File: config.mk
export PLATFORM = sky130hd
export DESIGN_NAME = rom_wb_port
export DESIGN_NICKNAME = d
export VERILOG_FILES = /design/src/rtl/rom_pkg.sv /design/src/rtl/rom_wb_port.sv
export VERILOG_INCLUDE_DIRS = /design/src /design/src/rtl
export SDC_FILE = /design/constraint.sdc
export NUM_CORES = 1
export LEC_CHECK = 0
export ABC_AREA = 0
export BUFFER_PORTS_ARGS = -buffer_cell sky130_fd_sc_hd__buf_4
export CAP_MARGIN = 10
export CORE_UTILIZATION = 28
export DETAILED_ROUTE_END_ITERATION = 16
export PLACE_DENSITY_LB_ADDON = 0.12
export SLEW_MARGIN = 20
export SYNTH_ARGS = -nofsm -noshare
export SYNTH_HDL_FRONTEND = slang
export SYNTH_SLANG_ARGS = --single-unit
File: constraint.sdc
create_clock -name clk -period 3.7 [get_ports clk]
set_clock_uncertainty 0.2 [all_clocks]
set_input_delay 0.185 -clock clk [delete_from_list [all_inputs] [get_ports clk]]
set_output_delay 0.185 -clock clk [all_outputs]
set_load 0.01 [all_outputs]
File: src/rtl/boot_rom_config.svh
`ifndef BOOT_ROM_CONFIG_SVH
`define BOOT_ROM_CONFIG_SVH

// word-address width of the boot image.
`define ROM_ADDR_BITS 12

// number of image words.
`define ROM_WORDS (1 << `ROM_ADDR_BITS)

// log2 of the bank count, banks take the low word-address bits.
`define ROM_BANK_BITS 2

`define ROM_BANKS (1 << `ROM_BANK_BITS)

// byte offset of the image inside the flash.
`define FLASH_BASE 24'h100000

`endif
File: src/rtl/rom_pkg.sv
`default_nettype none

`include "boot_rom_config.svh"

package rom_pkg;

  typedef logic [15:0] rom_word_t;

  // word address as seen on the bus.
  typedef logic [`ROM_ADDR_BITS-1:0] rom_waddr_t;

  // low address bits pick the bank.
  typedef logic [`ROM_BANK_BITS-1:0] bank_sel_t;

  // remaining high bits pick the row inside a bank.
  typedef logic [`ROM_ADDR_BITS-`ROM_BANK_BITS-1:0] bank_row_t;

endpackage

`default_nettype wire

File: src/rtl/rom_wb_port.sv
`timescale 1ns/1ps
`default_nettype none

`include "boot_rom_config.svh"

module rom_wb_port (
  input  wire                                      clk,
  input  wire                                      rst_n,
  input  wire                                      ready,
  input  wire                                      wb_cyc,
  input  wire                                      wb_stb,
  input  wire                                      wb_we,
  input  wire rom_pkg::rom_waddr_t                 wb_adr,
  input  wire rom_pkg::rom_word_t                  wb_dat_w,
  output rom_pkg::bank_row_t                       bank_rrow,
  input  wire rom_pkg::rom_word_t [`ROM_BANKS-1:0] bank_rdata,
  output rom_pkg::rom_word_t                       wb_dat_r,
  output logic                                     wb_ack,
  output logic                                     wb_err
);

  logic               accept;
  logic               busy;   // one cycle between accept and answer.
  logic               we_q;
  rom_pkg::bank_sel_t bank_q;

  // stb is ignored until the answer is over.
  assign accept    = wb_cyc && wb_stb && ready && !busy && !wb_ack && !wb_err;
  assign bank_rrow = wb_adr[`ROM_ADDR_BITS-1:`ROM_BANK_BITS];
  assign wb_dat_r  = bank_rdata[bank_q];

  always_ff @(posedge clk or negedge rst_n) begin
    if (!rst_n) begin
      busy   <= 1'b0;
      we_q   <= 1'b0;
      wb_ack <= 1'b0;
      wb_err <= 1'b0;
    end else begin
      busy   <= accept;
      wb_ack <= busy && !we_q && wb_cyc;
      wb_err <= busy && we_q && wb_cyc;   // writes are refused.
      if (accept) begin
        we_q <= wb_we;
      end
    end
  end

  always_ff @(posedge clk) begin
    if (accept) begin
      bank_q <= wb_adr[`ROM_BANK_BITS-1:0];
    end
  end

  a_ack_err_excl: assert property (
    @(posedge clk) disable iff (!rst_n)
    !(wb_ack && wb_err)
  ) else $error("wb_ack and wb_err high together.");

  // relies on the master holding cyc until the answer.
  a_answer_in_cycle: assert property (
    @(posedge clk) disable iff (!rst_n)
    (wb_ack || wb_err) |-> wb_cyc
  ) else $error("wishbone answer outside of a bus cycle.");

endmodule

`default_nettype wire

Word-level counts from Yosys, hierarchy flattened
Index checks and enable logic that the tools add are counted.
{"block": "word_totals", "register_bits": 6, "latch_bits": 0, "mem_bits_rw": 0, "rom_bits": 0, "inputBits": 98, "output_inout_bits": 28, "n_memories": 0}
{"block": "op_classes", "n_addsub": 0, "multipliers": 0, "div": 0, "order_cmp": 1, "eq_ne": 0, "n_shift": 0, "mux": 2, "bitwise_logic": 0, "reduce_logical": 13}
{"operator": "binary-select mux 16 bit (select 2 bit)", "count": 1}
{"operator": "two-way mux 16 bit", "count": 1}
{"operator": "logical AND 1 bit", "count": 9}
{"operator": "zero test 1 bit", "count": 4}
{"operator": "< comparator 2 x 3 -> 1 bit (second input constant)", "count": 1}

Longest topological paths before layout
{"block": "logic_depth", "ltp_word": 5, "mapped_depth": 3, "depth_no_buf": 3}

Worst setup path before layout
Ideal clock, no wire load.
{"block": "synth_timing", "path_type": "register -> register", "startpoint": "reg busy", "endpoint": "reg we_q", "setup_time_ns": 0.125, "arrival_time_ns": 1.202, "t_required_ns": 3.375, "setup_slack_ns": 2.173, "path_stages_with_launch": 4, "path_buffers": 0, "path_cell_list": "dfrtp_1 -> nand4b_1 -> nor3_1 -> mux2_2"}
{"block": "synth_between", "elab_chain_len": 4}
{"item": "start: declaration", "line": "rom_wb_port.sv:23", "text": "logic busy;"}
{"item": "start signal: assignment", "line": "rom_wb_port.sv:39", "text": "busy <= accept;"}
{"item": "zero test 1 bit", "line": "rom_wb_port.sv:28", "text": "assign accept = wb_cyc && wb_stb && ready && !busy && !wb_ack && !wb_err;"}
{"item": "logical AND 1 bit (3 in a row)", "line": "rom_wb_port.sv:28"}
{"item": "net accept", "line": "rom_wb_port.sv:22", "text": "logic accept;"}
{"item": "end signal: assignment", "line": "rom_wb_port.sv:43", "text": "we_q <= wb_we;"}
{"item": "end: declaration", "line": "rom_wb_port.sv:24", "text": "logic we_q;"}
The timed path passes the listed nets, and every way through them passes these cells.
A chain may end at the register's enable or synchronous reset.

Final worst setup path
{"block": "layout_timing", "startpoint": "reg bank_q[0]", "endpoint": "out wb_dat_r[1]"}
{"block": "layout_between", "elab_chain_len": 2}
{"item": "start: declaration", "line": "rom_wb_port.sv:25", "text": "rom_pkg::bank_sel_t bank_q;"}
{"item": "start signal: assignment", "line": "rom_wb_port.sv:50", "text": "bank_q <= wb_adr[`ROM_BANK_BITS-1:0];"}
{"item": "binary-select mux 16 bit (select 2 bit)", "line": "rom_wb_port.sv:30", "text": "assign wb_dat_r = bank_rdata[bank_q];"}
{"item": "two-way mux 16 bit (implied by the code)", "line": "rom_wb_port.sv:30"}
{"item": "end: declaration", "line": "rom_wb_port.sv:17", "text": "output rom_pkg::rom_word_t wb_dat_r,"}
No other way between the ends. The select of a mux whose other input is x is not followed.

==> results.sh <==
export IMPL_outcome="finished, final reports clean"
export IMPL_wl_met1_um=979
export IMPL_multi_input_area_sq_um=422
export IMPL_worstPathRequired_ns=3.31
export IMPL_crit_arrival_ns=1.98
export IMPL_fin_crit_sh_pct=64.0
export IMPL_final_net_count=225
export IMPL_critPathKind="reg -> out"
export IMPL_timing_hold_ws_ns=0.0791
export IMPL_clk_path_buf_depth=2
export IMPL_ys_warn_count=0
export IMPL_drc=0
export IMPL_slowest_delay_ns=0.90
export IMPL_syn_nets=140
export IMPL_area_delta_synth_final_pct=95.0
export IMPL_synth_distinct_cells=14
export IMPL_swShare_pct=23.2
export IMPL_insertion_delay_ns=0.25
export IMPL_syn_inst=42
export IMPL_pwr_share_clk_pct=24.6
export IMPL_ir_drop_uv=190
export IMPL_wire_per_inst_um=18.1
export IMPL_htreeDepth=1
export IMPL_cts_root_buf="clkbuf_4"
export IMPL_cts_inserted_buffers=3
export IMPL_final_antenna_net_count=0
export IMPL_dr_pass1_iters=4
export IMPL_dp_cells=145
export IMPL_p_leak_nw=0.679
export IMPL_fmax_mhz=423
export IMPL_powerDensity_mw_per_mm2=193
export IMPL_async_flop_share_pct=66.7
export IMPL_drv_cap=0
export IMPL_io_buffers=89
export IMPL_drive_gt1_share_pct=81.7
export IMPL_gp_congestion=0.766
export IMPL_fillers=190
export IMPL_ctsResizeCount=0
export IMPL_ioPinCount=126
export IMPL_wl_met2_mm=1.46
export IMPL_die_w_um=51.9
export IMPL_regArea_sq_um=160
export IMPL_antennaDiodeCount=0
export IMPL_synth_edf_count=2
export IMPL_setup_viol=0
export IMPL_floorplan_rows=17
export IMPL_p_switching_mw=0.0610
export IMPL_die_h_um=51.9
export IMPL_holdCritPathClass="in -> async"
export IMPL_layout_cells_non_filler=154
export IMPL_finalMaxSlewViolations=0
export IMPL_overflow=0
export IMPL_post_dp_hpwl_mm=2.33
export IMPL_crit_path_top_delay_cell="edfxtp_1"
export IMPL_grt_first_pass_wirelength_mm=3.82
export IMPL_syn_area_sq_um=698
export IMPL_grt_pass1_vias=807
export IMPL_core_area_sq_mm=0.00228
export IMPL_clk_pin_slew_ns=0.05
export IMPL_grt_usage_pct=20.3
export IMPL_die_area_sq_mm=0.00270
export IMPL_synth_top_cells_by_area="mux4_2 32%, mux4_1 23%, dfrtp_1 14%"
export IMPL_via_per_inst=5.01
export IMPL_netlist_top_cells_count="10 x buf_4, 10 x mux4_2, 6 x mux4_1"
export IMPL_ff2ff_path_depth=3
export IMPL_drt_wl_total_mm=2.79
export IMPL_power_frac_comb_pct=45.3
export IMPL_yosysTopAreaCell="mux4_2"
export IMPL_power_internal_mw=0.202
export IMPL_seqPwrFrac_pct=30.1
export IMPL_vias=771
export IMPL_worstPathMaxFanout=16
export IMPL_start_util_pct=30.7
export IMPL_synth_main_ff_cell="dfrtp_1"
export IMPL_endpoint_kind="output pin"
export IMPL_finalSetupTns_ns=0
export IMPL_grt_antenna_before_repair=0
export IMPL_regToRegSetupSlack_ns=2.04
export IMPL_ys_seq_area_share_pct=22.9
export IMPL_crit_path_start_kind="flip-flop"
export IMPL_period_minus_slack_ns=2.37
export IMPL_yosysTopAreaCellShare_pct=32.3
export IMPL_avgSynthCellArea_sq_um=16.6
export IMPL_final_hold_viol_count=0
export IMPL_rsz0062_at_grt="false"
export IMPL_grt_max_degree=17
export IMPL_drt_initial_drc_count=10
export IMPL_cts_tree="yes"
export IMPL_path_cells="mux4_1, buf_4"
export IMPL_ys_ff_latch=6
export IMPL_worst_pin_slew_ns=0.848
export IMPL_dr_max_layer_used="met4"
export IMPL_wl_met3_um=278
export IMPL_cts_sinks=6
export IMPL_relSlewSlack_pct=43.5
sequential cells by signal (all words and copies together) (netlist names):
| signal | flops |
|---|---|
| busy | 1 |
| wb_ack | 1 |
| wb_err | 1 |
| bank_q | 2 |
| we_q | 1 |
cells by family after synthesis:
logic type / count (synthesis) / share of synthesized area (%)
muxes: 17 / 56.5
buffers and inverters: 14 / 16.7
and+or+nand+nor: 5 / 3.94
DFF: 6 / 22.9
cells in the final DEF (no fill, tap or decap), drive strengths merged:
cell,instances
nor2,1
edfxtp,2
dlygate4sd3,5
clkbuf,4
dfrtp,4
nand4b,1
nor3,1
mux2,1
mux4,16
buf,89
nand2,1
and3,1
power by group through the flow:
stage	Clock [mW]	Sequential, mW	Combinational [mW]
4_1_cts	0.0675	0.0793	0.120
3_3_place_gp	0	0.0803	0.114
3_5_place_dp	0	0.0803	0.115
6_report	0.0648	0.0791	0.119
5_1_grt	0.0704	0.0799	0.126
2_1_floorplan	0	0.0762	0.0502
worst max-delay path: cells and delay by family (launching register included):
family | cells | cell delay [ns]
muxes | 1 | 0.67
buffers and inverters | 1 | 0.16
DFF | 1 | 0.90
through the flow:
stage / total power, mW / util [%] / setup slack (ns) / area, sq um
floorplan: 0.126 / - / 2.17 / 698
global placement: 0.194 / 56.5 / 1.55 / 1280
detailed placement: 0.196 / 56.5 / 1.56 / 1280
CTS: 0.267 / 59.8 / 1.28 / 1360
global route: 0.276 / 59.8 / 1.20 / 1360
finish: 0.263 / 59.8 / 1.33 / 1360
cell type report:
cell class | instances | area share (%)
Clock buffer | 4 | 1.93
Multi-Input combinational cell | 22 | 31.0
Sequential cell | 6 | 11.8
Tap cell | 28 | 2.57
Timing Repair Buffer | 94 | 52.8
timing repair:
item                                   CTS  global route
hold buffers                             5             0
endpoints found under the hold margin    8             0
buffers inserted                         0             0
routing by layer:
layer / vias up / track usage, %
met5: - / 0
met4: 0 / 12.2
met3: 18 / 3.22
met2: 50 / 35.9
met1: 362 / 22.6
li1: 341 / -
final timing paths:
path                                start     endpoint
worst max-delay path            bank_q[0]  wb_dat_r[1]
worst min-delay path                rst_n         we_q
worst max register to register       busy         we_q
worst min register to register       we_q       wb_ack
max in group asynchronous           rst_n         busy
min in group clk                    ready         busy
(Power assumes the default switching activity.)
