`src/rtl/boot_rom_config.svh`:
```
`ifndef BOOT_ROM_CONFIG_SVH
`define BOOT_ROM_CONFIG_SVH

// word-address width of the boot image.
`define ROM_ADDR_BITS 12

// number of image words.
`define ROM_WORDS (1 << `ROM_ADDR_BITS)

// log2 of the bank count, banks take the low word-address bits.
`define ROM_BANK_BITS 2

`define ROM_BANKS (1 << `ROM_BANK_BITS)

// byte offset of the image inside the flash.
`define FLASH_BASE 24'h100000

`endif
```
`src/rtl/rom_pkg.sv`:
```
`default_nettype none

`include "boot_rom_config.svh"

package rom_pkg;

  typedef logic [15:0] rom_word_t;

  // word address as seen on the bus.
  typedef logic [`ROM_ADDR_BITS-1:0] rom_waddr_t;

  // low address bits pick the bank.
  typedef logic [`ROM_BANK_BITS-1:0] bank_sel_t;

  // remaining high bits pick the row inside a bank.
  typedef logic [`ROM_ADDR_BITS-`ROM_BANK_BITS-1:0] bank_row_t;

endpackage

`default_nettype wire

```
`src/rtl/flash_pkg.sv`:
```
`default_nettype none

package flash_pkg;

  // only the plain read command is issued.
  typedef enum logic [7:0] {
    FLASH_READ = 8'h03
  } flash_opcode_t;

  typedef logic [23:0] flash_addr_t;

  // opcode goes out first, then the address MSB first.
  typedef struct packed {
    flash_opcode_t opcode;
    flash_addr_t   addr;
  } flash_frame_t;

  typedef union packed {
    flash_frame_t fields;
    logic [31:0]  word;   // shift view.
  } flash_frame_u;

  typedef enum logic [1:0] {
    IDLE,
    COMMAND,
    STREAM,
    DONE
  } spi_state_t;

endpackage

`default_nettype wire

```
`src/rtl/spi_flash_reader.sv`:
```
`timescale 1ns/1ps
`default_nettype none

module spi_flash_reader (
  input  wire                         clk,
  input  wire                         rst_n,
  input  wire                         fetch_en,
  input  wire flash_pkg::flash_addr_t fetch_addr,
  output logic                        word_valid,
  output rom_pkg::rom_word_t          word_data,
  output logic                        spi_cs,
  output logic                        spi_sclk,
  output logic                        spi_mosi,
  input  wire                         spi_miso
);

  flash_pkg::spi_state_t   state;
  flash_pkg::flash_frame_u cmd_frame;
  logic [31:0]             cmd_shift;
  logic [4:0]              bit_cnt;   // bits left in the current field.

  always_comb begin
    cmd_frame.fields.opcode = flash_pkg::FLASH_READ;
    cmd_frame.fields.addr   = fetch_addr;
  end

  always_ff @(posedge clk or negedge rst_n) begin
    if (!rst_n) begin
      state      <= flash_pkg::IDLE;
      spi_cs     <= 1'b1;
      spi_sclk   <= 1'b1;
      spi_mosi   <= 1'b0;
      cmd_shift  <= '0;
      bit_cnt    <= '0;
      word_valid <= 1'b0;
      word_data  <= '0;
    end else begin
      word_valid <= 1'b0;
      case (state)
        flash_pkg::IDLE: begin
          if (fetch_en) begin
            // first sclk fall goes out together with cs.
            spi_cs    <= 1'b0;
            spi_sclk  <= 1'b0;
            spi_mosi  <= cmd_frame.word[31];
            cmd_shift <= {cmd_frame.word[30:0], 1'b0};
            bit_cnt   <= 5'd31;
            state     <= flash_pkg::COMMAND;
          end
        end

        flash_pkg::COMMAND,
        flash_pkg::STREAM: begin
          if (!fetch_en) begin
            spi_cs <= 1'b1;   // sclk is parked one cycle later.
            state  <= flash_pkg::DONE;
          end else if (spi_sclk) begin
            spi_sclk <= 1'b0;
            if (state == flash_pkg::COMMAND) begin
              spi_mosi  <= cmd_shift[31];
              cmd_shift <= {cmd_shift[30:0], 1'b0};
            end
          end else begin
            // rising edge, the flash has held miso since the fall.
            spi_sclk <= 1'b1;
            if (state == flash_pkg::STREAM) begin
              word_data <= {word_data[14:0], spi_miso};
            end
            if (bit_cnt == 5'd0) begin
              bit_cnt <= 5'd15;
              if (state == flash_pkg::COMMAND) begin
                state <= flash_pkg::STREAM;
              end else begin
                word_valid <= 1'b1;   // high byte came in first.
              end
            end else begin
              bit_cnt <= bit_cnt - 5'd1;
            end
          end
        end

        flash_pkg::DONE: begin
          spi_sclk <= 1'b1;
          state    <= flash_pkg::IDLE;
        end

        default: begin
          state <= flash_pkg::IDLE;
        end
      endcase
    end
  end

  a_cs_idle: assert property (
    @(posedge clk) disable iff (!rst_n)
    (state == flash_pkg::IDLE) |-> spi_cs
  ) else $error("spi_cs is low while the reader is idle.");

endmodule

`default_nettype wire

```
`config.mk`:
```
export PLATFORM = sky130hd
export DESIGN_NAME = spi_flash_reader
export DESIGN_NICKNAME = d
export VERILOG_FILES = /design/src/rtl/rom_pkg.sv /design/src/rtl/flash_pkg.sv /design/src/rtl/spi_flash_reader.sv
export VERILOG_INCLUDE_DIRS = /design/src /design/src/rtl
export SDC_FILE = /design/constraint.sdc
export NUM_CORES = 1
export LEC_CHECK = 0
export BUFFER_PORTS_ARGS = -buffer_cell sky130_fd_sc_hd__buf_4
export CAP_MARGIN = 40
export CORE_ASPECT_RATIO = 0.8
export CORE_MARGIN = 5
export CORE_UTILIZATION = 45
export CTS_BUF_LIST = sky130_fd_sc_hd__clkbuf_8
export CTS_CLUSTER_DIAMETER = 50
export DETAILED_ROUTE_END_ITERATION = 8
export MAX_ROUTING_LAYER = met4
export PLACE_DENSITY = 0.68
export SLEW_MARGIN = 40
export SYNTH_ARGS = -nofsm -noshare
export SYNTH_HDL_FRONTEND = slang
export SYNTH_SLANG_ARGS = --single-unit
```
`constraint.sdc`:
```
create_clock -name clk -period 2 [get_ports clk]
set_input_delay 0.3 -clock clk [delete_from_list [all_inputs] [get_ports clk]]
set_output_delay 0.3 -clock clk [all_outputs]
set_load 0.02 [all_outputs]
```
After elaboration in Yosys (flattened, before gate mapping). Index checks and enable logic that the tools add are counted.

Input port bits: 28. Output and inout port bits: 20. Flip-flop bits (word level): 59. Word-level logic and storage cells: 63.

Muxes and demuxes: 31. Reduce and logical (&&, ||, !) cells: 10. Add/subtract/negate cells: 1. Equality and inequality tests: 12. Bitwise logic cells: 1.

Operator list (count): $mux 32 (4); $pmux 32 s2 (1); $mux 5 (4); $mux 1 (12); $ne 2x2->1 const B (6); $reduce_and 4->1 (3); $mux 2 (5); $pmux 5 s2 (1); $ne 3x3->1 const B (3); $pmux 2 s3 (1); $logic_not 5->1 (1); $reduce_and 5->1 (1); $sub 5x1->5 const B (1); $eq 2x2->1 const B (2); $pmux 1 s2 (2); $pmux 1 s3 (1); $reduce_and 3->1 (1); $eq 2x1->1 const B (1); $logic_not 2->1 (1); $reduce_and 2->1 (1); $reduce_bool 2->1 (1); $reduce_or 2->1 (1); $not 1->1 (1).

Longest topological paths before layout.
Word-level depth: 6. Depth in mapped cells: 7. Gate-level depth less buffers: 5.

Worst setup path before layout. OpenSTA, ideal clock, no wires.

Kind: reg2reg. Start point: register state[1]. End point: register cmd_shift[22]. Period minus slack after synthesis: 1853 ps. Arrival: 1728 ps. Data required time: 1875 ps. Path buffers: 1. Cell stages (with the launch flop): 6. Slack: 147 ps. Cell sequence: dfrtp_1 inv_1 ha_1 clkbuf_1 mux2_2 mux2_2.

Cells in the longest elaborated chain, start to end: 4. Elaborated cells between the ends (all ways): 11. Classes of those cells: eq/ne (6); mux (1); reduce/logical (4).

RTL lines: start: declaration (RTL line spi_flash_reader.sv:17) `flash_pkg::spi_state_t state;`; start signal: assignment (RTL line spi_flash_reader.sv:29) `state <= flash_pkg::IDLE;`; start signal: assignment (RTL line spi_flash_reader.sv:48) `state <= flash_pkg::COMMAND;`; start signal: assignment (RTL line spi_flash_reader.sv:56) `state <= flash_pkg::DONE;`; $eq 2x1->1 or $eq 2x2->1 (tied branches) (RTL line spi_flash_reader.sv:39, spi_flash_reader.sv:59); $reduce_or 2->1 (RTL line spi_flash_reader.sv:39) `case (state)`; $ne 2x2->1 (no line) or $reduce_bool 2->1 (tied branches); $reduce_and 5->1 (no line); end signal: assignment (RTL line spi_flash_reader.sv:46) `cmd_shift <= {cmd_frame.word[30:0], 1'b0};`; end signal: assignment (RTL line spi_flash_reader.sv:61) `cmd_shift <= {cmd_shift[30:0], 1'b0};`; end: declaration (RTL line spi_flash_reader.sv:19) `logic [31:0] cmd_shift;`.

Several ways; a longest one is shown, not always the timed one. A chain may end at the register's enable or synchronous reset.

Worst setup path in the final report.
Start point: register state[1]. End point: register cmd_shift[4].

The elaborated chain is that of the path after synthesis.

==> impl_metrics.csv <==
group,metric,value,unit
status,status,"completed",
sta,rsz0062_at_grt,"false",
cells_and_area,nets,307,
cts,cts.sinks,58,
floorplan,row_count,26,
critical_path,cp_max_fo,16,
sta,fin_setup_tns,0,ns
sta,fin_crit,1.91,ns
cts,clk_latency,0.33,ns
sta,hold_viol_final,0,
placement,io_buffers,47,
cells_and_area,num-fill-cells,547,
yosys,syn-cell-area,2870,µm²
grt,grt_pass1_vias,1868,
sta,slew_headroom,71.9,%
critical_path,worstRegToRegCells,6,
yosys,synthFlopType,"dfrtp_1",
cells_and_area,fin_area,3560,µm²
sta,skew,0.00495,ns
yosys,ys.warnings.count,0,
placement,pre_cts_ws,0.0707,ns
route,vias,1743,
cts,post_cts_buffers,0,
critical_path,cp_data_required_time,2.22,ns
placement,routabilityCongestion,0.741,
floorplan,io_pins,48,
route,post_drt_wl_per_cell,13.6,µm
floorplan,fp.coreArea,6280,µm²
grt,antenna_found_initial,0,
run,cap_viol_max_count,0,
grt,grt_pass1_wl,8650,µm
sta,worst_pin_slew,0.416,ns
critical_path,arrival,2.12,ns
route,avgViaCountPerCell,4.83,
critical_path,slowest_stage,"dfrtp_2",
placement,place_area,3300,µm²
grt,grt.total_usage,14.2,%
sta,finalCritPeriodShare,95.3,%
critical_path,crit_buf_inv,2,
yosys,synth-edff-count,0,
pwr,cellLeakagePower,1.67,nW
critical_path,crit_path_end_kind,"flip-flop",
grt,grt_max_degree,59,
pwr,powerDensity,1720,nW/µm²
cts,cts-root-buf,"clkbuf_8",
min_path,hold_path.class,"in2reg",
min_path,min_path_cells,2,
floorplan,die_height,81.4,µm
sta,fmaxAchievable,525,MHz
yosys,async_flop_share,100,%
yosys,yosysSeqAreaShare,50.7,%
route,ant_nets,0,
yosys,syn_area_per_cell,13.2,µm²
cts,cts.path.max_buffers,2,
sta,final_max_slew_viol_count,0,
critical_path,critPathTopFamily,"flip-flops",
floorplan,dieArea,8090,µm²
cts,clk_pin_slew_worst_paths,0.07,ns
critical_path,slowest_delay,0.40,ns
placement,dp_hpwl,3350,µm
yosys,syn_inst,217,
grt,grt-ovfl-total,0,
pwr,vdd_ir_drop_max,0.000774,V
route,drc,0,
floorplan,die_w,99.3,µm
route,firstDrtPassIters,4,
critical_path,cp_cell_sequence,"inv_1 -> ha_1 -> or2_1 -> a21oi_4 -> buf_12 -> mux2_2",
sta,setup_viol,0,
cells_and_area,area_growth_syn_to_layout,24.0,%
critical_path,crit_cells,6,
critical_path,critPathKind,"reg2reg",
cells_and_area,n_antenna_cell,0,
critical_path,critPathLaunchType,"flip-flop",
cts,cts-htree-levels,3,
floorplan,initial_utilization,45.7,%
cells_and_area,drive_above_1_share,52.7,%
sta,layout_setup_ws,0.0950,ns
route,drtIter0Drc,67,
yosys,synth-seq-cells,58,
cts,cts_tree,"done",
yosys,syn-num-nets,252,
route,wirelength,4910,µm
cts,cts_buffers,9,
yosys,ys_types,38,
cells by family after synthesis:
kind of cell	synth area share, %
mux	29.2
flops	50.7
simple gates	7.28
buf+inv	5.49
compound gates	4.32
fa+ha+maj	3.05
power by group:
| part | internal [W] | switching, W |
|---|---|---|
| Sequential | 0.00167 | 0.000311 |
| Clock | 0.000726 | 0.000457 |
| Combinational | 0.00169 | 0.00126 |
cell usage in the layout, fill, tap and decap left out, types with 2 or more instances in the layout:
master	n
mux2_2	61
dfrtp_1	55
buf_4	52
inv_1	12
nand2_1	12
clkbuf_8	10
mux2i_1	8
a21oi_1	8
ha_1	6
mux2_4	4
o21ai_0	4
nor4b_1	3
nor2_1	3
buf_12	3
nor2b_1	2
nor3_1	2
nor3b_1	2
nand2b_1	2
clkinv_2	2
bufinv_16	2
dfstp_2	2
per-layer routing:
layer	vias to the layer above	global-route usage (%)	share of wire [%]
li1	868	-	-
met1	839	17.4	49
met2	32	20.9	46
met3	4	5.69	4.3
met4	0	6.55	0.90
met5	-	-	0
Yosys cell counts, types with 3 or more instances:
library cell,count,area (µm²)
a21oi_1,8,40.0
buf_6,8,90.1
dfrtp_1,56,1400
ha_1,7,87.6
inv_1,11,41.3
mux2_2,61,687
mux2_4,4,60.1
mux2i_1,8,80.1
nand2_1,12,45.0
nor2_1,3,11.3
nor4b_1,3,26.3
o21ai_0,4,20.0
flip-flops by register name (all words and copies together), names as in the netlist:
register    count
word_data      16
word_valid      1
spi_mosi        1
cmd_shift      31
state           2
spi_cs          1
bit_cnt         5
spi_sclk        1
worst paths after layout:
kind	startpoint	slack, ns	endpoint
hold reg to reg	spi_cs$_DFFE_PN1P_	0.47	spi_cs$_DFFE_PN1P_
min in group asynchronous	rst_n	0.35	cmd_shift[11]$_DFFE_PN0P_
hold / removal	spi_miso	0.20	word_data[0]$_DFFE_PN0P_
setup / recovery	state[1]$_DFFE_PN0P_	0.09	cmd_shift[4]$_DFFE_PN0P_
setup reg to reg	state[1]$_DFFE_PN0P_	0.09	cmd_shift[4]$_DFFE_PN0P_
max in group asynchronous	rst_n	1.16	state[1]$_DFFE_PN0P_
worst register-to-register path, cell delays in order (launching register included):
cell and delay, ns:
dfrtp_2 0.40, inv_1 0.09, ha_1 0.25, or2_1 0.28, a21oi_4 0.23, buf_12 0.19, mux2_2 0.35
stage by stage:
step | util, % | hold WS, ns | std cells | total power (W)
2_1_floorplan | - | 0.00441 | 217 | 0.00430
3_3_place_gp | 52.5 | 0.421 | 343 | 0.00486
3_5_place_dp | 52.5 | 0.412 | 343 | 0.00493
4_1_cts | 56.0 | 0.0459 | 359 | 0.00615
5_1_grt | 56.7 | 0.168 | 361 | 0.00657
6_report | 56.7 | 0.198 | 361 | 0.00612
layout make-up:
type | count | area [µm²] | area share (%)
clock buffer | 10 | 138 | 3.87
clock inverter | 6 | 81.3 | 2.28
inverter | 11 | 41.3 | 1.16
multi-input combinational | 135 | 1270 | 35.6
sequential | 58 | 1460 | 40.9
tap | 84 | 105 | 2.95
timing repair buffer | 57 | 472 | 13.3
what timing repair did:
item,in CTS,in global routing
gates resized for setup,0,4
endpoints found under the hold margin,0,9
setup endpoints to repair,0,27
hold buffers,0,1
Power figures use the tool's default switching activity.
