<file path="src/rtl/boot_rom_config.svh">
`ifndef BOOT_ROM_CONFIG_SVH
`define BOOT_ROM_CONFIG_SVH

// word-address width of the boot image.
`define ROM_ADDR_BITS 12

// number of image words.
`define ROM_WORDS (1 << `ROM_ADDR_BITS)

// log2 of the bank count, banks take the low word-address bits.
`define ROM_BANK_BITS 2

`define ROM_BANKS (1 << `ROM_BANK_BITS)

// byte offset of the image inside the flash.
`define FLASH_BASE 24'h100000

`endif
</file>
<file path="src/rtl/rom_pkg.sv">
`default_nettype none

`include "boot_rom_config.svh"

package rom_pkg;

  typedef logic [15:0] rom_word_t;

  // word address as seen on the bus.
  typedef logic [`ROM_ADDR_BITS-1:0] rom_waddr_t;

  // low address bits pick the bank.
  typedef logic [`ROM_BANK_BITS-1:0] bank_sel_t;

  // remaining high bits pick the row inside a bank.
  typedef logic [`ROM_ADDR_BITS-`ROM_BANK_BITS-1:0] bank_row_t;

endpackage

`default_nettype wire

</file>
<file path="src/rtl/flash_pkg.sv">
`default_nettype none

package flash_pkg;

  // only the plain read command is issued.
  typedef enum logic [7:0] {
    FLASH_READ = 8'h03
  } flash_opcode_t;

  typedef logic [23:0] flash_addr_t;

  // opcode goes out first, then the address MSB first.
  typedef struct packed {
    flash_opcode_t opcode;
    flash_addr_t   addr;
  } flash_frame_t;

  typedef union packed {
    flash_frame_t fields;
    logic [31:0]  word;   // shift view.
  } flash_frame_u;

  typedef enum logic [1:0] {
    IDLE,
    COMMAND,
    STREAM,
    DONE
  } spi_state_t;

endpackage

`default_nettype wire

</file>
<file path="src/rtl/rom_loader.sv">
`timescale 1ns/1ps
`default_nettype none

`include "boot_rom_config.svh"

module rom_loader (
  input  wire                        clk,
  input  wire                        rst_n,
  input  wire                        word_valid,
  input  wire rom_pkg::rom_word_t    word_data,
  output logic                       fetch_en,
  output flash_pkg::flash_addr_t     fetch_addr,
  output logic [`ROM_BANKS-1:0]      bank_we,
  output rom_pkg::bank_row_t         bank_wrow,
  output rom_pkg::rom_word_t         bank_wdata,
  output logic                       ready
);

  rom_pkg::rom_waddr_t word_cnt;
  rom_pkg::bank_sel_t  wbank;
  logic                last_word;

  // consecutive words land in consecutive banks.
  assign wbank      = word_cnt[`ROM_BANK_BITS-1:0];
  assign bank_wrow  = word_cnt[`ROM_ADDR_BITS-1:`ROM_BANK_BITS];
  assign bank_wdata = word_data;
  assign last_word  = (word_cnt == rom_pkg::rom_waddr_t'(`ROM_WORDS - 1));

  // two flash bytes per word.
  assign fetch_addr = flash_pkg::flash_addr_t'(`FLASH_BASE) +
                      flash_pkg::flash_addr_t'({word_cnt, 1'b0});

  always_comb begin
    bank_we = '0;
    if (word_valid) begin
      bank_we[wbank] = 1'b1;
    end
  end

  always_ff @(posedge clk or negedge rst_n) begin
    if (!rst_n) begin
      word_cnt <= '0;
      fetch_en <= 1'b0;
      ready    <= 1'b0;
    end else if (!ready) begin
      fetch_en <= 1'b1;
      if (word_valid) begin
        word_cnt <= word_cnt + 1'b1;
        if (last_word) begin
          ready    <= 1'b1;
          fetch_en <= 1'b0;   // reader raises cs on the next cycle.
        end
      end
    end
  end

  // the reader must stop pulsing once the image is in.
  a_we_onehot: assert property (
    @(posedge clk) disable iff (!rst_n)
    $onehot0(bank_we) && !(ready && (|bank_we))
  ) else $error("bank write enable not one-hot or active after load.");

endmodule

`default_nettype wire

</file>
<file path="config.mk">
export PLATFORM = sky130hd
export DESIGN_NAME = rom_loader
export DESIGN_NICKNAME = d
export VERILOG_FILES = /design/src/rtl/rom_pkg.sv /design/src/rtl/flash_pkg.sv /design/src/rtl/rom_loader.sv
export VERILOG_INCLUDE_DIRS = /design/src /design/src/rtl
export SDC_FILE = /design/constraint.sdc
export NUM_CORES = 1
export LEC_CHECK = 0
export BUFFER_PORTS_ARGS = -buffer_cell sky130_fd_sc_hd__buf_4
export CORE_UTILIZATION = 42
export DETAILED_ROUTE_END_ITERATION = 16
export PLACE_DENSITY = 0.88
export SYNTH_ARGS = -nofsm -noshare
export SYNTH_HDL_FRONTEND = slang
export SYNTH_SLANG_ARGS = --single-unit
</file>
<file path="constraint.sdc">
create_clock -name clk -period 3.5 [get_ports clk]
set_input_delay 0.7 -clock clk [delete_from_list [all_inputs] [get_ports clk]]
set_output_delay 0.7 -clock clk [all_outputs]
set_load 0.005 [all_outputs]
</file>
Word-level counts from Yosys, hierarchy flattened
Cells that the tools add are included.
Storage, ports and cells
  flip-flop bits (word level): 14
  input bits: 19
  output and inout bits: 56
  logic and storage cells: 19
Cells by class
  $lt $le $gt $ge: 2
  equality and inequality tests: 1
  multiplexer cells: 8
  reductions and logical operators: 2
  bitwise logic cells: 1
  add/subtract/negate cells: 2
Operators with widths (count)
  21-bit by 13-bit adder with 22-bit output (first input constant): 1
  12-bit by 1-bit adder with 12-bit output (second input constant): 1
  12-bit == test (second input constant): 1
  1-bit two-way mux: 6
  4-bit two-way mux: 1
  2-bit by 3-bit less-than comparator with 1-bit output (second input constant): 1
  1-bit demux with 2-bit select: 1
  2-bit by 1-bit >= comparator with 1-bit output (second input constant): 1
  2-bit AND reduction: 1
  1-bit logical AND: 1
  1-bit NOT: 1

Logic depth before layout (Yosys ltp)
Gate-level depths: netlist of run 1.
  depth after elaboration: 5
  mapped depth: 5

Worst setup path before layout of run 1
Ideal clock, no wire load.
  path type: flip-flop to output port
  start point: register word_cnt[0]
  end point: output bank_we[0]
  arrival: 850 ps
  slack: 1950 ps
  cell stages (with the launch flop): 4
  data required time: 2800 ps
  cells stage by stage: dfrtp_1 > inv_1 > ha_1 > and2_1
On the way
  cells in the longest elaborated chain, start to end: 5
  elaborated cells between the ends (all ways): 6
Ends and longest elaborated chain
  start, declared: line rom_loader.sv:19  | rom_pkg::rom_waddr_t word_cnt;
  start signal, assigned: line rom_loader.sv:48  | word_cnt <= word_cnt + 1'b1;
  2-bit by 3-bit less-than comparator with 1-bit output (not written as such) or 2-bit by 1-bit >= comparator with 1-bit output (tied branches): line rom_loader.sv:36  | bank_we[wbank] = 1'b1;
  1-bit logical AND (not written as such): line rom_loader.sv:36
  1-bit two-way mux (not written as such): line rom_loader.sv:36
  1-bit demux with 2-bit select *: line rom_loader.sv:36
  4-bit two-way mux *: line rom_loader.sv:35  | if (word_valid) begin
  end, declared: line rom_loader.sv:13  | output logic [`ROM_BANKS-1:0] bank_we,
Every way passes the cells marked *; elsewhere a longest branch is shown, timed or not.

Worst setup path in the final report of run 1
Same ends and word-level chain as after synthesis.

==> results of run 1 <==
[through the flow]
stage               std cells  hold slack, ps  area, sq um  power (mW)
finish                    131             247         1020       0.600
global route              131             251         1020       0.644
CTS                       131             242         1020       0.608
detailed placement        127             509          985       0.491
global placement          127             495          985       0.480
floorplan                 107             404         1010       0.408
[state kept, by name (all words and copies together) (netlist names)]
| signal | count |
|---|---|
| fetch_en | 1 |
| ready | 1 |
| word_cnt | 12 |
[worst max-delay path, stage by stage, from the launching register on]
cell	delay, ps
sky130_fd_sc_hd__dfrtp_1	420
sky130_fd_sc_hd__inv_1	140
sky130_fd_sc_hd__ha_1	210
sky130_fd_sc_hd__and2_1	130
sky130_fd_sc_hd__buf_4	130
[synthesized netlist by cell type]
cell type                 count
sky130_fd_sc_hd__or2b_1       1
sky130_fd_sc_hd__nor3_1       1
sky130_fd_sc_hd__o21ai_0      1
sky130_fd_sc_hd__mux2_2       1
sky130_fd_sc_hd__nor4b_4      1
sky130_fd_sc_hd__inv_1        3
sky130_fd_sc_hd__and2_1       3
sky130_fd_sc_hd__buf_4       38
sky130_fd_sc_hd__xor2_1       2
sky130_fd_sc_hd__xnor2_1      9
sky130_fd_sc_hd__and4_4       2
sky130_fd_sc_hd__nand3_1      2
sky130_fd_sc_hd__and2b_2      1
sky130_fd_sc_hd__nand3_2      1
sky130_fd_sc_hd__nor2_1       2
sky130_fd_sc_hd__dfrtp_1     14
sky130_fd_sc_hd__nand2_1      6
sky130_fd_sc_hd__conb_1       2
sky130_fd_sc_hd__ha_1         4
sky130_fd_sc_hd__nand4_1      3
[path summary, 6_finish.rpt]
check / startpoint / slack [ps] / to / depth (start not counted)
max: word_cnt[0] / 1490 / bank_we[0] / 4
max reg2reg: word_cnt[1] / 1860 / word_cnt[10] / 5
min: rst_n / 250 / word_cnt[11] / 1
min in group clk: fetch_en / 520 / fetch_en / 1
max in group asynchronous: rst_n / 3090 / word_cnt[1] / 1
min reg2reg: fetch_en / 520 / fetch_en / 1
[cell type report]
class                           instances  area (sq um)  share of cell area (%)
Tap cell                               28          35.0                    3.43
Inverter                                3          11.3                    1.10
Timing Repair Buffer                   30           225                    22.1
Multi-Input combinational cell         52           363                    35.5
Clock buffer                            4          36.3                    3.55
Sequential cell                        14           350                    34.3
[layer usage]
metal | vias to the layer above | part of all wire, % | track usage [%] | wire, um
met5 | - | 0 | 0 | 0
met4 | 0 | 3.5 | 10.0 | 51
met3 | 11 | 9.7 | 3.70 | 140
met2 | 34 | 48 | 20.0 | 687
met1 | 263 | 39 | 12.5 | 564
li1 | 274 | - | - | -
[cells by family after synthesis]
group	after synthesis	synth area share (%)
AOI/OAI and AO/OA	1	0.514
xor gates and xnor gates	11	9.91
adders and majority gates	4	5.15
buffers and inverters	41	30.5
DFF	14	36.0
muxes	1	1.16
other	2	0.772
and+or+nand+nor	23	16.0
[power groups by stage]
stage          clock network, mW  registers, mW  logic (mW)
2_1_floorplan                  0          0.252       0.156
3_3_place_gp                   0          0.256       0.224
3_5_place_dp                   0          0.260       0.231
4_1_cts                    0.119          0.258       0.232
5_1_grt                    0.125          0.265       0.254
6_report                   0.115          0.258       0.227
==> impl_metrics.yaml, run 1 <==
yosys:
  synthDistinctLibCells: 20
  ys_warn_count: 0
  synth_top_cell_by_area: "sky130_fd_sc_hd__dfrtp_1"
  post_synth_main_area_contributors: "sky130_fd_sc_hd__dfrtp_1 36%, sky130_fd_sc_hd__buf_4 29%, sky130_fd_sc_hd__xnor2_1 8.1%"
  synth_area_per_cell_sq_um: 10.0
  ys_seq_area_share_pct: 36.0
  cell_area_after_synthesis_sq_um: 972
  synth-seq-cells: 14
  synthCells: 97
  yosysTopAreaCellShare_pct: 36.0
grt:
  track_usage_pct: 12.2
  grt_antenna_before_repair: 0
  grt_pass1_vias: 526
  grt_pass1_wl_um: 2240
  gr_overflow_total: 0
  grt_start_max_net_pins: 15
drt:
  drc: 0
  drt-total-wl_um: 1440
  number_of_iterations_in_the_first_detailed_routing_pass: 2
  drt-vias-per-instance: 4.44
  route.antenna.remaining_nets: 0
  dr_total_vias: 582
  initialDrtViolationCount: 6
  post_drt_wl_per_cell_um: 11.0
critical_path:
  worstSetupEndpointType: "output pin"
  worstPathMaxFanout: 5
  cp_data_arrival_time_ps: 1310
  worst_ep_required_time_ps: 2800
  crit_path_start_kind: "flip-flop"
  worst-setup-path-type: "flip-flop to output pin"
pwr:
  power.switching_fraction_pct: 34.6
  total_switching_power_mw: 0.208
  power.static_leakage_nw: 0.531
  power-per-cell-area_nw_per_um2: 587
  p_clk_share_pct: 19.2
  pwr-share-comb_pct: 37.8
  peakVddDrop_v: 0.000263
  power.share.sequential_pct: 43.0
  p_int_mw: 0.392
floorplan:
  die_w_um: 50.1
  ios: 75
  initial_core_utilization_pct: 44.4
  floorplan.die_area_sq_um: 2510
  std_cell_rows: 17
  die_height_um: 50.1
  floorplan.core_area_sq_um: 2190
finish:
  final_cell_mix: "30 x sky130_fd_sc_hd__buf_4, 14 x sky130_fd_sc_hd__dfrtp_1, 12 x sky130_fd_sc_hd__conb_1, 9 x sky130_fd_sc_hd__xnor2_1, 6 x sky130_fd_sc_hd__nand2_1"
  finalNetCount: 127
  layout-area-overhead-vs-synth_pct: 5.02
  post-route-util_pct: 46.6
  layout_commonest_cell: "sky130_fd_sc_hd__buf_4"
  antenna_cells_inserted: 0
  post_route_cells_drive_above_1_share_pct: 38.8
  n_fill_cell: 224
min_path:
  min_path_type: "input port to asynchronous set/reset pin"
clock_network:
  clock_latency_ps: 280
  cts_root_buf: "sky130_fd_sc_hd__clkbuf_4"
  post-cts-setup-buffers: 0
  cts_max_path_buffers: 2
  clock_transition_at_path_regs_ps: 80
  cts.sinks: 14
  post_cts.resized_instances: 0
  cts_hold_repair.buffers: 0
  tritoncts.num_buffers: 3
  deepest_level_of_the_cts_h_tree: 1
  tritoncts: "done"
timing:
  clock_period_minus_final_worst_setup_slack_ps: 2010
  rsz_0062_raised_after_global_routing: "false"
  timing.slew.headroom_pct: 63.6
  final_max_slew_viol_count: 0
  finalCritPeriodShare_pct: 57.5
  max_freq_mhz: 497
  hold_viol: 0
  post_route_setup_tns_ps: 0
  fin_skew_ps: 3.96
  layout_setup_ws_ps: 1490
  setup_viol: 0
  worst_slew_pin_slew_ps: 543
placement:
  gp_congestion: 0.759
  dp.final_hpwl_um: 1140
  pre_cts_slack_ps: 1630
  port_buffers: 30
status:
  outcome: "complete, no violations"
flow_run:
  timing.max_cap.violations: 0
Power figures use the tool's default switching activity.
==> run 2: changes to the inputs <==
CORE_UTILIZATION = 35   (was 42)
PLACE_DENSITY = 0.79   (was 0.88)
clock period = 1.7 ns   (was 3.5 ns; I/O delays follow)
==> run 2 against run 1 <==
Effect of this change:
- total power is 110% higher
- combinational power is 110% higher
- worst setup slack got worse by 1400 ps
- largest cell class unchanged
==> impl_metrics.yaml, run 2 (synthesis gave the netlist of run 1 again) <==
grt:
  grt_pass1_vias: 515
  grt_pass1_wl_um: 2220
  grtUsageMet3_pct: 2.50
  grtUsageMet2_pct: 17.5
  track_usage_pct: 11.0
  gr_overflow_total: 0
  top_usage_layer: "met2"
  grt_start_max_net_pins: 15
  grt_util_met1_pct: 12.1
  grt_antenna_before_repair: 0
critical_path:
  worst-setup-path-type: "flip-flop to output pin"
  worst_ep_required_time_ps: 1360
  crit_path_start_kind: "flip-flop"
  setup.worst_path.start: "word_cnt[0]"
  regToRegStartpoint: "word_cnt[4]"
  cp_data_arrival_time_ps: 1240
  worstReg2RegEnd: "fetch_en"
  worstPathMaxFanout: 5
  r2r_setup_slack_ps: 260
  worstSetupEndpointType: "output pin"
  worst-r2r-cell-count: 4
  worstSetupEndpoint: "bank_we[0]"
drt:
  drt-vias-per-instance: 4.38
  route.antenna.remaining_nets: 0
  dr_total_vias: 591
  post_drt_wl_per_cell_um: 11.6
  drc: 0
  initialDrtViolationCount: 9
  drt-total-wl_um: 1560
  number_of_iterations_in_the_first_detailed_routing_pass: 4
timing:
  hold_viol: 0
  setup_viol: 0
  max_freq_mhz: 633
  rsz_0062_raised_after_global_routing: "false"
  fin_skew_ps: 7.82
  post_route_setup_tns_ps: 0
  clock_period_minus_final_worst_setup_slack_ps: 1580
  layout_setup_ws_ps: 121
  finalCritPeriodShare_pct: 92.9
  final_max_slew_viol_count: 0
floorplan:
  ios: 75
  floorplan.core_area_sq_um: 2540
  initial_core_utilization_pct: 38.2
  die_w_um: 54.7
  die_height_um: 54.7
  floorplan.die_area_sq_um: 2990
  std_cell_rows: 18
finish:
  antenna_cells_inserted: 0
  final_cell_mix: "31 x sky130_fd_sc_hd__buf_4, 12 x sky130_fd_sc_hd__conb_1, 12 x sky130_fd_sc_hd__dfrtp_1, 9 x sky130_fd_sc_hd__xnor2_1, 6 x sky130_fd_sc_hd__nand2_1"
  layout_commonest_cell: "sky130_fd_sc_hd__buf_4"
  finalNetCount: 129
  final_cell_area_sq_um: 1040
  finalNonFillerCells: 135
  area.sequential_sq_um: 353
  multi_input_area_sq_um: 363
  reg_top3: "word_cnt (12), fetch_en (1), ready (1)"
  largest_register_ffs: 12
  max_flop_register: "word_cnt"
  n_fill_cell: 252
  post_route_cells_drive_above_1_share_pct: 42.9
  layout-area-overhead-vs-synth_pct: 7.34
pwr:
  power.share.sequential_pct: 42.6
  total_switching_power_mw: 0.436
  power-per-cell-area_nw_per_um2: 1210
  power.switching_fraction_pct: 34.7
  p_clk_share_pct: 18.9
  pwr-share-comb_pct: 38.5
  peakVddDrop_v: 0.000641
  power.static_leakage_nw: 0.537
  p_int_mw: 0.822
  total_power_mw: 1.26
placement:
  placement.cell_area_sq_um: 995
  numPlacedInstances: 130
  gp_congestion: 0.730
  pre_cts_slack_ps: 277
  dp.final_hpwl_um: 1210
  port_buffers: 30
clock_network:
  cts_root_buf: "sky130_fd_sc_hd__clkbuf_4"
  deepest_level_of_the_cts_h_tree: 1
  post-cts-setup-buffers: 0
  tritoncts: "done"
  cts_max_path_buffers: 2
  tritoncts.num_buffers: 3
  clock_transition_at_path_regs_ps: 90
  clock_latency_ps: 280
  cts.sinks: 14
min_path:
  min_path_type: "input port to asynchronous set/reset pin"
status:
  outcome: "complete, no violations"
flow_run:
  timing.max_cap.violations: 0
-- run 2: how the worst min path moves through the flow --
stage / startpoint / end / slack (ps) / cells past startpoint
2_1_floorplan: rst_n / fetch_en / 40 / 0
3_3_place_gp: rst_n / word_cnt[3] / 190 / 1
3_5_place_dp: rst_n / word_cnt[3] / 200 / 1
4_1_cts: rst_n / word_cnt[8] / 430 / 2
5_1_grt: word_valid / word_cnt[0] / 470 / 3
6_report: rst_n / word_cnt[8] / 440 / 2
-- run 2: cell type report --
| type | count | share of cell area, % |
|---|---|---|
| Multi-Input combinational cell | 52 | 34.8 |
| Inverter | 3 | 1.08 |
| Sequential cell | 14 | 33.8 |
| Tap cell | 30 | 3.60 |
| Timing Repair Buffer | 32 | 23.3 |
| Clock buffer | 4 | 3.48 |
-- run 2: routing by layer --
metal	up-vias	wire length (um)
li1	273	-
met1	268	577
met2	38	750
met3	12	166
met4	0	66
met5	-	0
-- run 2: critical path, stage by stage, from the launching register on --
cell and delay (ps):
sky130_fd_sc_hd__dfrtp_2 420, sky130_fd_sc_hd__inv_2 90, sky130_fd_sc_hd__ha_1 200, sky130_fd_sc_hd__and2_1 130, sky130_fd_sc_hd__buf_4 130
-- run 2: power by group through the flow --
stage | clock network, mW | registers, mW | logic (mW)
detailed placement | 0 | 0.535 | 0.483
CTS | 0.241 | 0.529 | 0.487
finish | 0.238 | 0.536 | 0.484
global placement | 0 | 0.528 | 0.469
global route | 0.254 | 0.556 | 0.553
floorplan | 0 | 0.519 | 0.321
-- run 2: stage by stage --
step,utilization (%),hold slack (ps)
final,41.0,440
after global routing,41.0,470
after CTS,40.9,434
after detailed placement,39.1,196
after global placement,39.1,193
after floorplan,-,44.4
-- run 2: timing repair --
item                                   4_1_cts  5_1_grt
setup endpoints to repair                    0        3
endpoints found under the hold margin       14        0
hold buffers                                 1        0
resized for setup                            0        4
